==> src/rtl/codec_phase_pkg.sv <==
package codec_phase_pkg;

    // ========================================
    // Compress phase codes
    // ========================================
    localparam int COMP_PHASE_W = 4;

    typedef enum logic [COMP_PHASE_W-1:0] {
        C_IDLE  = 4'd0,
        C_HISTO = 4'd1,  // Histogram
        C_FLV   = 4'd2,  // Frequency list
        C_HTREE = 4'd3,  // Tree build
        C_CBS   = 4'd4,  // Codebook
        C_TRN   = 4'd5,  // Translate
        C_SPI   = 4'd6,  // SPI output
        C_ERR   = 4'd7,
        C_DONE  = 4'd8
    } comp_phase_t;

    // ========================================
    // Decompress state index and pass count
    // ========================================
    localparam int DECOMP_PHASE_W = 2;
    localparam int PASS_CNT_W     = 8;

    typedef logic [DECOMP_PHASE_W-1:0] decomp_phase_t;  // Decode state 0 to 3
    typedef logic [PASS_CNT_W-1:0]     pass_cnt_t;      // Merge passes so far

endpackage

==> src/rtl/op_status_pkg.sv <==
package op_status_pkg;

    localparam int OP_STATUS_W = 4;

    // Status codes seen by the host and the engine
    typedef enum logic [OP_STATUS_W-1:0] {
        IDLE   = 4'd0,
        SELECT = 4'd1,
        COMP   = 4'd2,
        HISTO  = 4'd3,
        FLV    = 4'd4,
        HTREE  = 4'd5,
        CBS    = 4'd6,
        TRN    = 4'd7,
        SPI    = 4'd8,
        DECOMP = 4'd9,
        STATE0 = 4'd10,
        STATE1 = 4'd11,
        STATE2 = 4'd12,
        STATE3 = 4'd13,
        DONE   = 4'd14,
        ERROR  = 4'd15  // Sticky until restart
    } op_status_t;

endpackage

==> src/rtl/phase_if.sv <==
interface phase_if #(
    parameter int PHASE_W = 4
);
    logic               go;     // Start pulse from tracker
    logic               done;   // Engine done, active link only
    logic               more;   // More merges remain
    logic               err;    // Engine error, qualified by done
    logic               req;    // Engine request from sequencer
    logic [PHASE_W-1:0] phase;
    logic               fin;    // Operation complete
    logic               fault;  // Merge pass overrun

    modport tracker (
        output go, done, more, err,
        input  req, phase, fin, fault
    );

    modport sequencer (
        input  go, done, more, err,
        output req, phase, fin, fault
    );

endinterface

==> src/rtl/codec_ctrl_top.sv <==
module codec_ctrl_top
    import codec_phase_pkg::*;
    import op_status_pkg::*;
#(
    parameter int MAX_MERGE_PASSES = 8
) (
    input  logic       clk,
    input  logic       rst,
    input  logic       restart,
    input  logic       cmd_valid,
    output logic       cmd_ready,
    input  logic       cmd_comp,   // 1 selects compress
    output logic       eng_start,
    output op_status_t eng_phase,
    input  logic       eng_done,
    input  logic       eng_more,
    input  logic       eng_err,
    output op_status_t op_status,
    output logic       finished
);

    phase_if #(.PHASE_W(COMP_PHASE_W))   comp_link ();
    phase_if #(.PHASE_W(DECOMP_PHASE_W)) decomp_link ();

    op_status_tracker i_tracker (
        .clk         (clk),
        .rst         (rst),
        .restart     (restart),
        .cmd_valid   (cmd_valid),
        .cmd_ready   (cmd_ready),
        .cmd_comp    (cmd_comp),
        .eng_start   (eng_start),
        .eng_phase   (eng_phase),
        .eng_done    (eng_done),
        .eng_more    (eng_more),
        .eng_err     (eng_err),
        .op_status   (op_status),
        .finished    (finished),
        .comp_link   (comp_link.tracker),
        .decomp_link (decomp_link.tracker)
    );

    comp_sequencer #(
        .MAX_MERGE_PASSES (MAX_MERGE_PASSES)
    ) i_comp_seq (
        .clk     (clk),
        .rst     (rst),
        .restart (restart),
        .link    (comp_link.sequencer)
    );

    decomp_sequencer i_decomp_seq (
        .clk     (clk),
        .rst     (rst),
        .restart (restart),
        .link    (decomp_link.sequencer)
    );

endmodule

==> src/rtl/comp_sequencer.sv <==
module comp_sequencer
    import codec_phase_pkg::*;
#(
    parameter int MAX_MERGE_PASSES = 8
) (
    input  logic clk,
    input  logic rst,
    input  logic restart,
    phase_if.sequencer link
);

    comp_phase_t state;
    comp_phase_t next_state;
    pass_cnt_t   pass_cnt;
    logic        tree_more;
    logic        overrun;

    // Another pass requested after the last allowed one
    assign tree_more = (state == C_HTREE) && link.done && !link.err && link.more;
    assign overrun   = tree_more && (pass_cnt >= pass_cnt_t'(MAX_MERGE_PASSES));

    // ========================================
    // Phase state machine
    // ========================================
    always_ff @(posedge clk or posedge rst) begin
        if (rst) begin
            state    <= C_IDLE;
            pass_cnt <= '0;
        end else if (restart) begin
            state    <= C_IDLE;
            pass_cnt <= '0;
        end else begin
            state <= next_state;
            if (state == C_IDLE && link.go) begin
                pass_cnt <= pass_cnt_t'(1);  // First FLV/HTREE pass
            end else if (tree_more && !overrun) begin
                pass_cnt <= pass_cnt + 1'b1;
            end
        end
    end

    always_comb begin
        next_state = state;
        case (state)
            C_IDLE:  if (link.go) next_state = C_HISTO;
            C_HISTO: if (link.err) next_state = C_ERR;
                     else if (link.done) next_state = C_FLV;
            C_FLV:   if (link.err) next_state = C_ERR;
                     else if (link.done) next_state = C_HTREE;
            C_HTREE: begin
                if (link.err || overrun) begin
                    next_state = C_ERR;
                end else if (tree_more) begin
                    next_state = C_FLV;  // Merge loop
                end else if (link.done) begin
                    next_state = C_CBS;
                end
            end
            C_CBS:   if (link.err) next_state = C_ERR;
                     else if (link.done) next_state = C_TRN;
            C_TRN:   if (link.err) next_state = C_ERR;
                     else if (link.done) next_state = C_SPI;
            C_SPI:   if (link.err) next_state = C_ERR;
                     else if (link.done) next_state = C_DONE;
            C_DONE:  next_state = C_IDLE;
            C_ERR:   next_state = C_ERR;  // Held until restart
            default: next_state = C_IDLE;
        endcase
    end

    // ========================================
    // Link outputs
    // ========================================
    assign link.req   = (state >= C_HISTO) && (state <= C_SPI);
    assign link.phase = state;
    assign link.fin   = (state == C_SPI) && link.done && !link.err;
    assign link.fault = overrun;

endmodule

==> src/rtl/decomp_sequencer.sv <==
module decomp_sequencer
    import codec_phase_pkg::*;
(
    input  logic clk,
    input  logic rst,
    input  logic restart,
    phase_if.sequencer link
);

    typedef enum logic [1:0] {
        D_IDLE,
        D_RUN,
        D_ERR
    } dec_state_t;

    dec_state_t    state;
    decomp_phase_t idx;
    logic          last;

    assign last = (idx == decomp_phase_t'(3));

    always_ff @(posedge clk or posedge rst) begin
        if (rst) begin
            state <= D_IDLE;
            idx   <= '0;
        end else if (restart) begin
            state <= D_IDLE;
            idx   <= '0;
        end else begin
            case (state)
                D_IDLE: begin
                    if (link.go) begin
                        state <= D_RUN;
                        idx   <= '0;  // Start at decode state 0
                    end
                end
                D_RUN: begin
                    if (link.err) begin
                        state <= D_ERR;
                    end else if (link.done) begin
                        if (last) state <= D_IDLE;
                        idx <= idx + 1'b1;
                    end
                end
                D_ERR:   state <= D_ERR;  // Wait for restart
                default: state <= D_IDLE;
            endcase
        end
    end

    assign link.req   = (state == D_RUN);
    assign link.phase = idx;
    assign link.fin   = (state == D_RUN) && link.done && !link.err && last;
    assign link.fault = 1'b0;  // No pass guard in decode

endmodule

==> src/rtl/op_status_tracker.sv <==
module op_status_tracker
    import codec_phase_pkg::*;
    import op_status_pkg::*;
(
    input  logic       clk,
    input  logic       rst,
    input  logic       restart,
    input  logic       cmd_valid,
    output logic       cmd_ready,
    input  logic       cmd_comp,
    output logic       eng_start,
    output op_status_t eng_phase,
    input  logic       eng_done,
    input  logic       eng_more,
    input  logic       eng_err,
    output op_status_t op_status,
    output logic       finished,
    phase_if.tracker   comp_link,
    phase_if.tracker   decomp_link
);

    op_status_t st;
    op_status_t next_st;
    op_status_t phase_status;
    logic       comp_mode;
    logic       go_q;
    logic       comp_act;
    logic       decomp_act;
    logic       act_req;
    logic       act_fin;
    logic       act_fault;
    logic       eng_fail;

    assign comp_act   = (st == COMP);
    assign decomp_act = (st == DECOMP);
    assign act_req    = (comp_act && comp_link.req) || (decomp_act && decomp_link.req);
    assign act_fin    = (comp_act && comp_link.fin) || (decomp_act && decomp_link.fin);
    assign act_fault  = comp_act && comp_link.fault;
    assign eng_fail   = (comp_act || decomp_act) && eng_done && eng_err;

    // ========================================
    // Command and status state machine
    // ========================================
    always_ff @(posedge clk or posedge rst) begin
        if (rst) begin
            st        <= IDLE;
            comp_mode <= 1'b0;
            go_q      <= 1'b0;
        end else if (restart) begin
            st        <= IDLE;
            comp_mode <= 1'b0;
            go_q      <= 1'b0;
        end else begin
            st   <= next_st;
            go_q <= (st == SELECT);  // One cycle in COMP or DECOMP
            if (cmd_valid && cmd_ready) comp_mode <= cmd_comp;
        end
    end

    always_comb begin
        next_st = st;
        case (st)
            IDLE:        if (cmd_valid) next_st = SELECT;
            SELECT:      next_st = comp_mode ? COMP : DECOMP;
            COMP, DECOMP: begin
                if (act_fault || eng_fail) next_st = ERROR;
                else if (act_fin) next_st = DONE;
            end
            DONE:        next_st = IDLE;
            ERROR:       next_st = ERROR;
            default:     next_st = IDLE;
        endcase
    end

    // Active sequencer phase as a status code
    always_comb begin
        phase_status = st;
        if (comp_act && comp_link.req) begin
            case (comp_phase_t'(comp_link.phase))
                C_HISTO: phase_status = HISTO;
                C_FLV:   phase_status = FLV;
                C_HTREE: phase_status = HTREE;
                C_CBS:   phase_status = CBS;
                C_TRN:   phase_status = TRN;
                C_SPI:   phase_status = SPI;
                default: phase_status = st;
            endcase
        end else if (decomp_act && decomp_link.req) begin
            case (decomp_phase_t'(decomp_link.phase))
                2'd0:    phase_status = STATE0;
                2'd1:    phase_status = STATE1;
                2'd2:    phase_status = STATE2;
                default: phase_status = STATE3;
            endcase
        end
    end

    // ========================================
    // Link relay and outputs
    // ========================================
    assign comp_link.go     = go_q && comp_act;
    assign comp_link.done   = comp_act && eng_done;
    assign comp_link.more   = comp_act && eng_more;
    assign comp_link.err    = comp_act && eng_done && eng_err;
    assign decomp_link.go   = go_q && decomp_act;
    assign decomp_link.done = decomp_act && eng_done;
    assign decomp_link.more = decomp_act && eng_more;
    assign decomp_link.err  = decomp_act && eng_done && eng_err;

    assign cmd_ready = (st == IDLE);
    assign eng_start = act_req;
    assign op_status = phase_status;
    assign eng_phase = phase_status;
    assign finished  = (st == DONE);

endmodule

==> config.mk <==
export PLATFORM = sky130hd
export DESIGN_NAME = codec_ctrl_top
export DESIGN_NICKNAME = d
export VERILOG_FILES = /design/src/rtl/codec_phase_pkg.sv /design/src/rtl/op_status_pkg.sv /design/src/rtl/phase_if.sv /design/src/rtl/codec_ctrl_top.sv /design/src/rtl/comp_sequencer.sv /design/src/rtl/decomp_sequencer.sv /design/src/rtl/op_status_tracker.sv
export SDC_FILE = /design/constraint.sdc
export NUM_CORES = 1
export LEC_CHECK = 0
export BUFFER_PORTS_ARGS = -buffer_cell sky130_fd_sc_hd__clkbuf_2
export CAP_MARGIN = 20
export CORE_ASPECT_RATIO = 1.4
export CORE_MARGIN = 2
export CORE_UTILIZATION = 40
export DETAILED_ROUTE_END_ITERATION = 12
export REMOVE_ABC_BUFFERS = 1
export SYNTH_ARGS = -nofsm -noshare
export SYNTH_HDL_FRONTEND = slang
export SYNTH_SLANG_ARGS = --single-unit
==> constraint.sdc <==
create_clock -name clk -period 4 [get_ports clk]
set_input_delay 0.6 -clock clk [delete_from_list [all_inputs] [get_ports clk]]
set_output_delay 0.6 -clock clk [all_outputs]
set_load 0.02 [all_outputs]
### Yosys cells after proc, flatten, opt, wreduce, memory -nomap -nowiden

Index checks and enable logic that the tools add are counted.

* register bits after elaboration: 22
* bits of input ports: 8
* word-level logic and storage cells: 133

* add/subtract/negate cells: 2
* order comparisons: 3
* equal/unequal tests: 31
* multiplexer cells: 43
* reduce and logical (&&, ||, !) cells: 47

Operator list (number)
* 4-bit two-way mux: 22
* 4-bit by 2-bit != test with 1-bit output (second input constant): 8
* 4-bit one-hot mux with 8 select lines: 1
* 1-bit logical AND: 27
* 8-bit two-way mux: 3
* 4-bit one-hot mux with 6 select lines: 1
* 2-bit two-way mux: 9
* 4-bit by 3-bit equality test with 1-bit output (second input constant): 4
* 4-bit one-hot mux with 4 select lines: 1
* 4-bit by 2-bit equality test with 1-bit output (second input constant): 3
* 4-bit equality test (second input constant): 3
* 3-bit != test (second input constant): 3
* 3-bit one-hot mux with 3 select lines: 1
* 8-bit by 1-bit adder with 8-bit output (second input constant): 1
* 4-bit by 1-bit equality test with 1-bit output (second input constant): 2
* 8-bit by 4-bit >= comparator with 1-bit output (second input constant): 1
* 4-bit zero test: 2
* 7-bit AND reduction: 1
* 2-bit equality test (second input constant): 3
* 3-bit by 2-bit != test with 1-bit output (second input constant): 2
* 2-bit one-hot mux with 3 select lines: 1
* 3-bit nonzero test: 2
* 1-bit logical OR: 5
* 5-bit by 3-bit != test with 1-bit output (second input constant): 1
* 13 further kinds: 19

### Logic depth before layout (Yosys ltp)

* depth after elaboration: 12
* mapped depth: 7

### Hierarchy

A second synthesis with hierarchy kept.

* cell total of the unflattened synthesis: 193
* area, all modules: 1682.9 um^2

Modules (own cells, without submodules)
* comp_sequencer: instances 1, cells an instance 82, area an instance 744.5 um^2
* op_status_tracker: instances 1, cells an instance 84, area an instance 683.2 um^2
* decomp_sequencer: instances 1, cells an instance 27, area an instance 255.2 um^2

### Worst setup path before layout

Ideal clock, no wire load.

* kind: flip-flop to output port
* start point: register i_tracker.st[2]
* end point: output port op_status[3]
* arrival: 1.840 ns
* required time: 3.400 ns
* path slack: 1.560 ns
* cell stages (with the launch flop): 7
* buffers on the path: 2
* cell sequence: dfrtp_1 buf_6 or2_2 nor3_1 nand3_1 o21bai_1 buf_4

* cells in the longest elaborated chain, start to end: 4
* elaborated cells on any way between the ends: 6
* those cells by class: eq/ne (2); mux (2); reduce/logical (2)

RTL lines
* start, declared: line op_status_tracker.sv:22 `op_status_t st;`
* start signal, assigned: line op_status_tracker.sv:54 `st <= next_st;`
* 4-bit equality test: line op_status_tracker.sv:35 `assign decomp_act = (st == DECOMP);`
* 1-bit logical AND: line op_status_tracker.sv:88 `end else if (decomp_act && decomp_link.req) begin`
* 4-bit two-way mux: line op_status_tracker.sv:88
* 4-bit two-way mux (*): line op_status_tracker.sv:78 `if (comp_act && comp_link.req) begin`
* end, declared: line codec_ctrl_top.sv:18 `output op_status_t op_status,`

Every way passes the cells marked *; elsewhere a longest branch is shown, timed or not.

### Worst setup path in the final report

* start point: register i_tracker.st[2]
* end point: output port op_status[2]

Same word-level chain as after synthesis.

==> flow_metrics.env <==
export IMPL_outcome="completed"
export IMPL_clock_sinks=22
export IMPL_grt_pass1_wl_um=5980
export IMPL_gr_total_overflow=0
export IMPL_synth_cell_types=46
export IMPL_max_clock_path_buffers=2
export IMPL_drive_above_1_share_pct=16.5
export IMPL_path_max_fanout=10
export IMPL_ys_seq_area_share_pct=34.3
export IMPL_ys_warn_count=0
export IMPL_dr_total_vias=1407
export IMPL_worst_r2r_setup_slack_ns=1.88
export IMPL_post_dp_cell_area_sq_um=1660
export IMPL_skew_ns=0.00809
export IMPL_ios=19
export IMPL_clk_latency_ns=0.27
export IMPL_cts_tree="built"
export IMPL_ys_seq_elements=22
export IMPL_n_antenna_cell=0
export IMPL_ys_flop_type="dfrtp_1"
export IMPL_grt_max_degree=23
export IMPL_rsz0062_at_grt="no"
export IMPL_crit_type="flop to primary output"
export IMPL_cts_root_buffer_cell="clkbuf_8"
export IMPL_die_width_um=57.5
export IMPL_relSlewSlack_pct=44.9
export IMPL_pre_cts_ws_ns=1.59
export IMPL_worstPathArrival_ns=2.17
export IMPL_first_pass_iters=4
export IMPL_powerDensity_nw_per_um2=429
export IMPL_period_share_pct=69.1
export IMPL_die_y_um=78.9
export IMPL_rows=27
export IMPL_grt_pass1_vias=1324
export IMPL_gp_congestion=0.797
export IMPL_cts_resized=0
export IMPL_async_reset_ff_share_pct=100
export IMPL_cts_made_buffers=3
export IMPL_worstSetupStartpointType="flop"
export IMPL_viasPerCell=5.94
export IMPL_p_leak_nw=0.741
export IMPL_cp_required_ns=3.40
export IMPL_hpwl_um=2750
export IMPL_tns_ns=0
export IMPL_drc=0
export IMPL_hp_class="primary input to async pin"
export IMPL_crit_path_start="i_tracker.st[2]"
export IMPL_layout_min_cycle_time_ns=2.77
export IMPL_tightest_slew_ns=0.826
export IMPL_hold_viol_final=0
export IMPL_h_tree_depth=1
export IMPL_postRouteAntennaNets=0
export IMPL_grt_usage_pct=16.6
export IMPL_ir_drop_mv=0.289
export IMPL_cts_hold_buf=0
export IMPL_drt_total_wl_um=3590
export IMPL_synth_cell_area_sq_um=1600
export IMPL_drtIter0Drc=30
export IMPL_synth_avg_cell_area_sq_um=8.53
export IMPL_fin_ws_ns=1.23
export IMPL_nets=209
export IMPL_reg2reg_from="i_tracker.st[1]"
export IMPL_crit_path_end_kind="primary output"
export IMPL_path_clk_slew_ns=0.08
export IMPL_wl_per_cell_um=15.2
export IMPL_clock_fmax_mhz=362
export IMPL_post_cts_setup_buffers=0
export IMPL_antenna_found_initial=0
export IMPL_dieArea_sq_um=4540
export IMPL_final_area_sq_um=1730
export IMPL_synthToLayoutAreaGrowth_pct=7.72
export IMPL_synth_edf_count=0
export IMPL_slew_viol_final=0
export IMPL_numPortBuffers=18
export IMPL_start_util_pct=41.3
export IMPL_coreArea_sq_um=3880
export IMPL_setup_viol=0
export IMPL_cap_violations=0
export IMPL_syn_instance_count=188
==> cell type report <==
class	count	area (sq um)
multi-input cells	143	936
inverters	7	26.3
clock inverters	1	30.0
fillers	388	2160
repair buffers	18	90.1
flip-flops and latches	22	551
clock buffers	3	41.3
well taps	43	53.8
==> synth_stat cells (4+ instances only) <==
cell type	instances	area, sq um
o21ai_0	8	40.0
nand2_1	18	67.6
and2_1	6	37.5
ha_1	6	75.1
a21oi_1	13	65.1
nor2_1	10	37.5
buf_4	5	37.5
inv_1	7	26.3
clkbuf_1	6	22.5
buf_2	4	20.0
dfrtp_1	22	551
nor3_1	9	45.0
nor2b_1	6	37.5
nand2b_1	9	56.3
nand3_1	10	50.1
a31oi_1	4	25.0
==> state kept, by name, indices dropped and copies added (netlist names) <==
name / flops
i_tracker.go_q: 1
i_decomp_seq.link.phase: 2
i_comp_seq.pass_cnt: 8
i_decomp_seq.state: 2
i_tracker.st: 4
i_comp_seq.link.phase: 4
i_tracker.comp_mode: 1
==> kinds of logic (layout without fill, tap and decap cells) <==
| group | count (synthesis) | in the layout | share of synthesized area (%) |
|---|---|---|---|
| DFF | 22 | 22 | 34.3 |
| AOI/OAI and AO/OA | 42 | 42 | 17.1 |
| adders and majority gates | 6 | 6 | 4.68 |
| buffers and inverters | 23 | 29 | 7.33 |
| xor gates and xnor gates | 3 | 3 | 1.64 |
| and+or+nand+nor | 87 | 87 | 31.7 |
| muxes | 5 | 5 | 3.28 |
==> metrics by stage <==
step	power (W)	hold slack [ns]	utilization, %	cells
detailed placement	0.000535	0.478	42.6	233
finish	0.000741	0.463	44.5	237
global route	0.000780	0.523	44.5	237
floorplan	0.000456	0.455	-	172
CTS	0.000743	0.503	44.5	237
global placement	0.000531	0.472	42.6	233
==> worst max-delay path: stages (launching register included) <==
cell and delay, ns:
dfrtp_1 0.50, or2_2 0.39, nor3_1 0.29, nand3_1 0.22, o21ai_0 0.15, o22a_1 0.18, clkbuf_2 0.17
==> placed cells by master, fill, tap and decap left out, drive strengths merged, types with 2 or more instances in the layout <==
cell and instances:
a211oi 2, a21oi 13, a31oi 4, and2 6, and4bb 2, clkbuf 21, dfrtp 22, ha 6
inv 7, mux2 2, mux2i 3, nand2 18, nand2b 9, nand3 10, nand4 2, nor2 10
nor2b 6, nor3 11, nor3b 2, nor4 3, o21ai 8, o21bai 3, o31ai 4, or2 2
or3 2, xnor2 2
==> metal layers <==
layer | GRT usage, % | vias to the layer above | share of wire (%)
li1 | - | 677 | -
met2 | 28.7 | 48 | 50
met5 | 0 | - | 0
met3 | 2.12 | 7 | 4.3
met1 | 20.5 | 675 | 44
met4 | 6.51 | 0 | 1.7
==> power breakdown <==
part	leakage (nW)	switching, W	internal (W)
combinational	0.400	0.000143	0.0000948
clock	0.0357	0.0000741	0.000134
sequential	0.305	0.0000543	0.000241
total	0.741	0.000271	0.000469
==> worst paths after layout <==
| check | endpoint | cells past startpoint |
|---|---|---|
| min | i_comp_seq.pass_cnt[7] | 2 |
| min reg2reg | i_comp_seq.pass_cnt[7] | 1 |
| max reg2reg | i_tracker.st[1] | 5 |
| max | op_status[2] | 6 |
| min in group clk | i_comp_seq.pass_cnt[7] | 1 |
| max in group asynchronous | i_comp_seq.link.phase[1] | 2 |
Note: power is estimated with default switching activity, not from simulation.
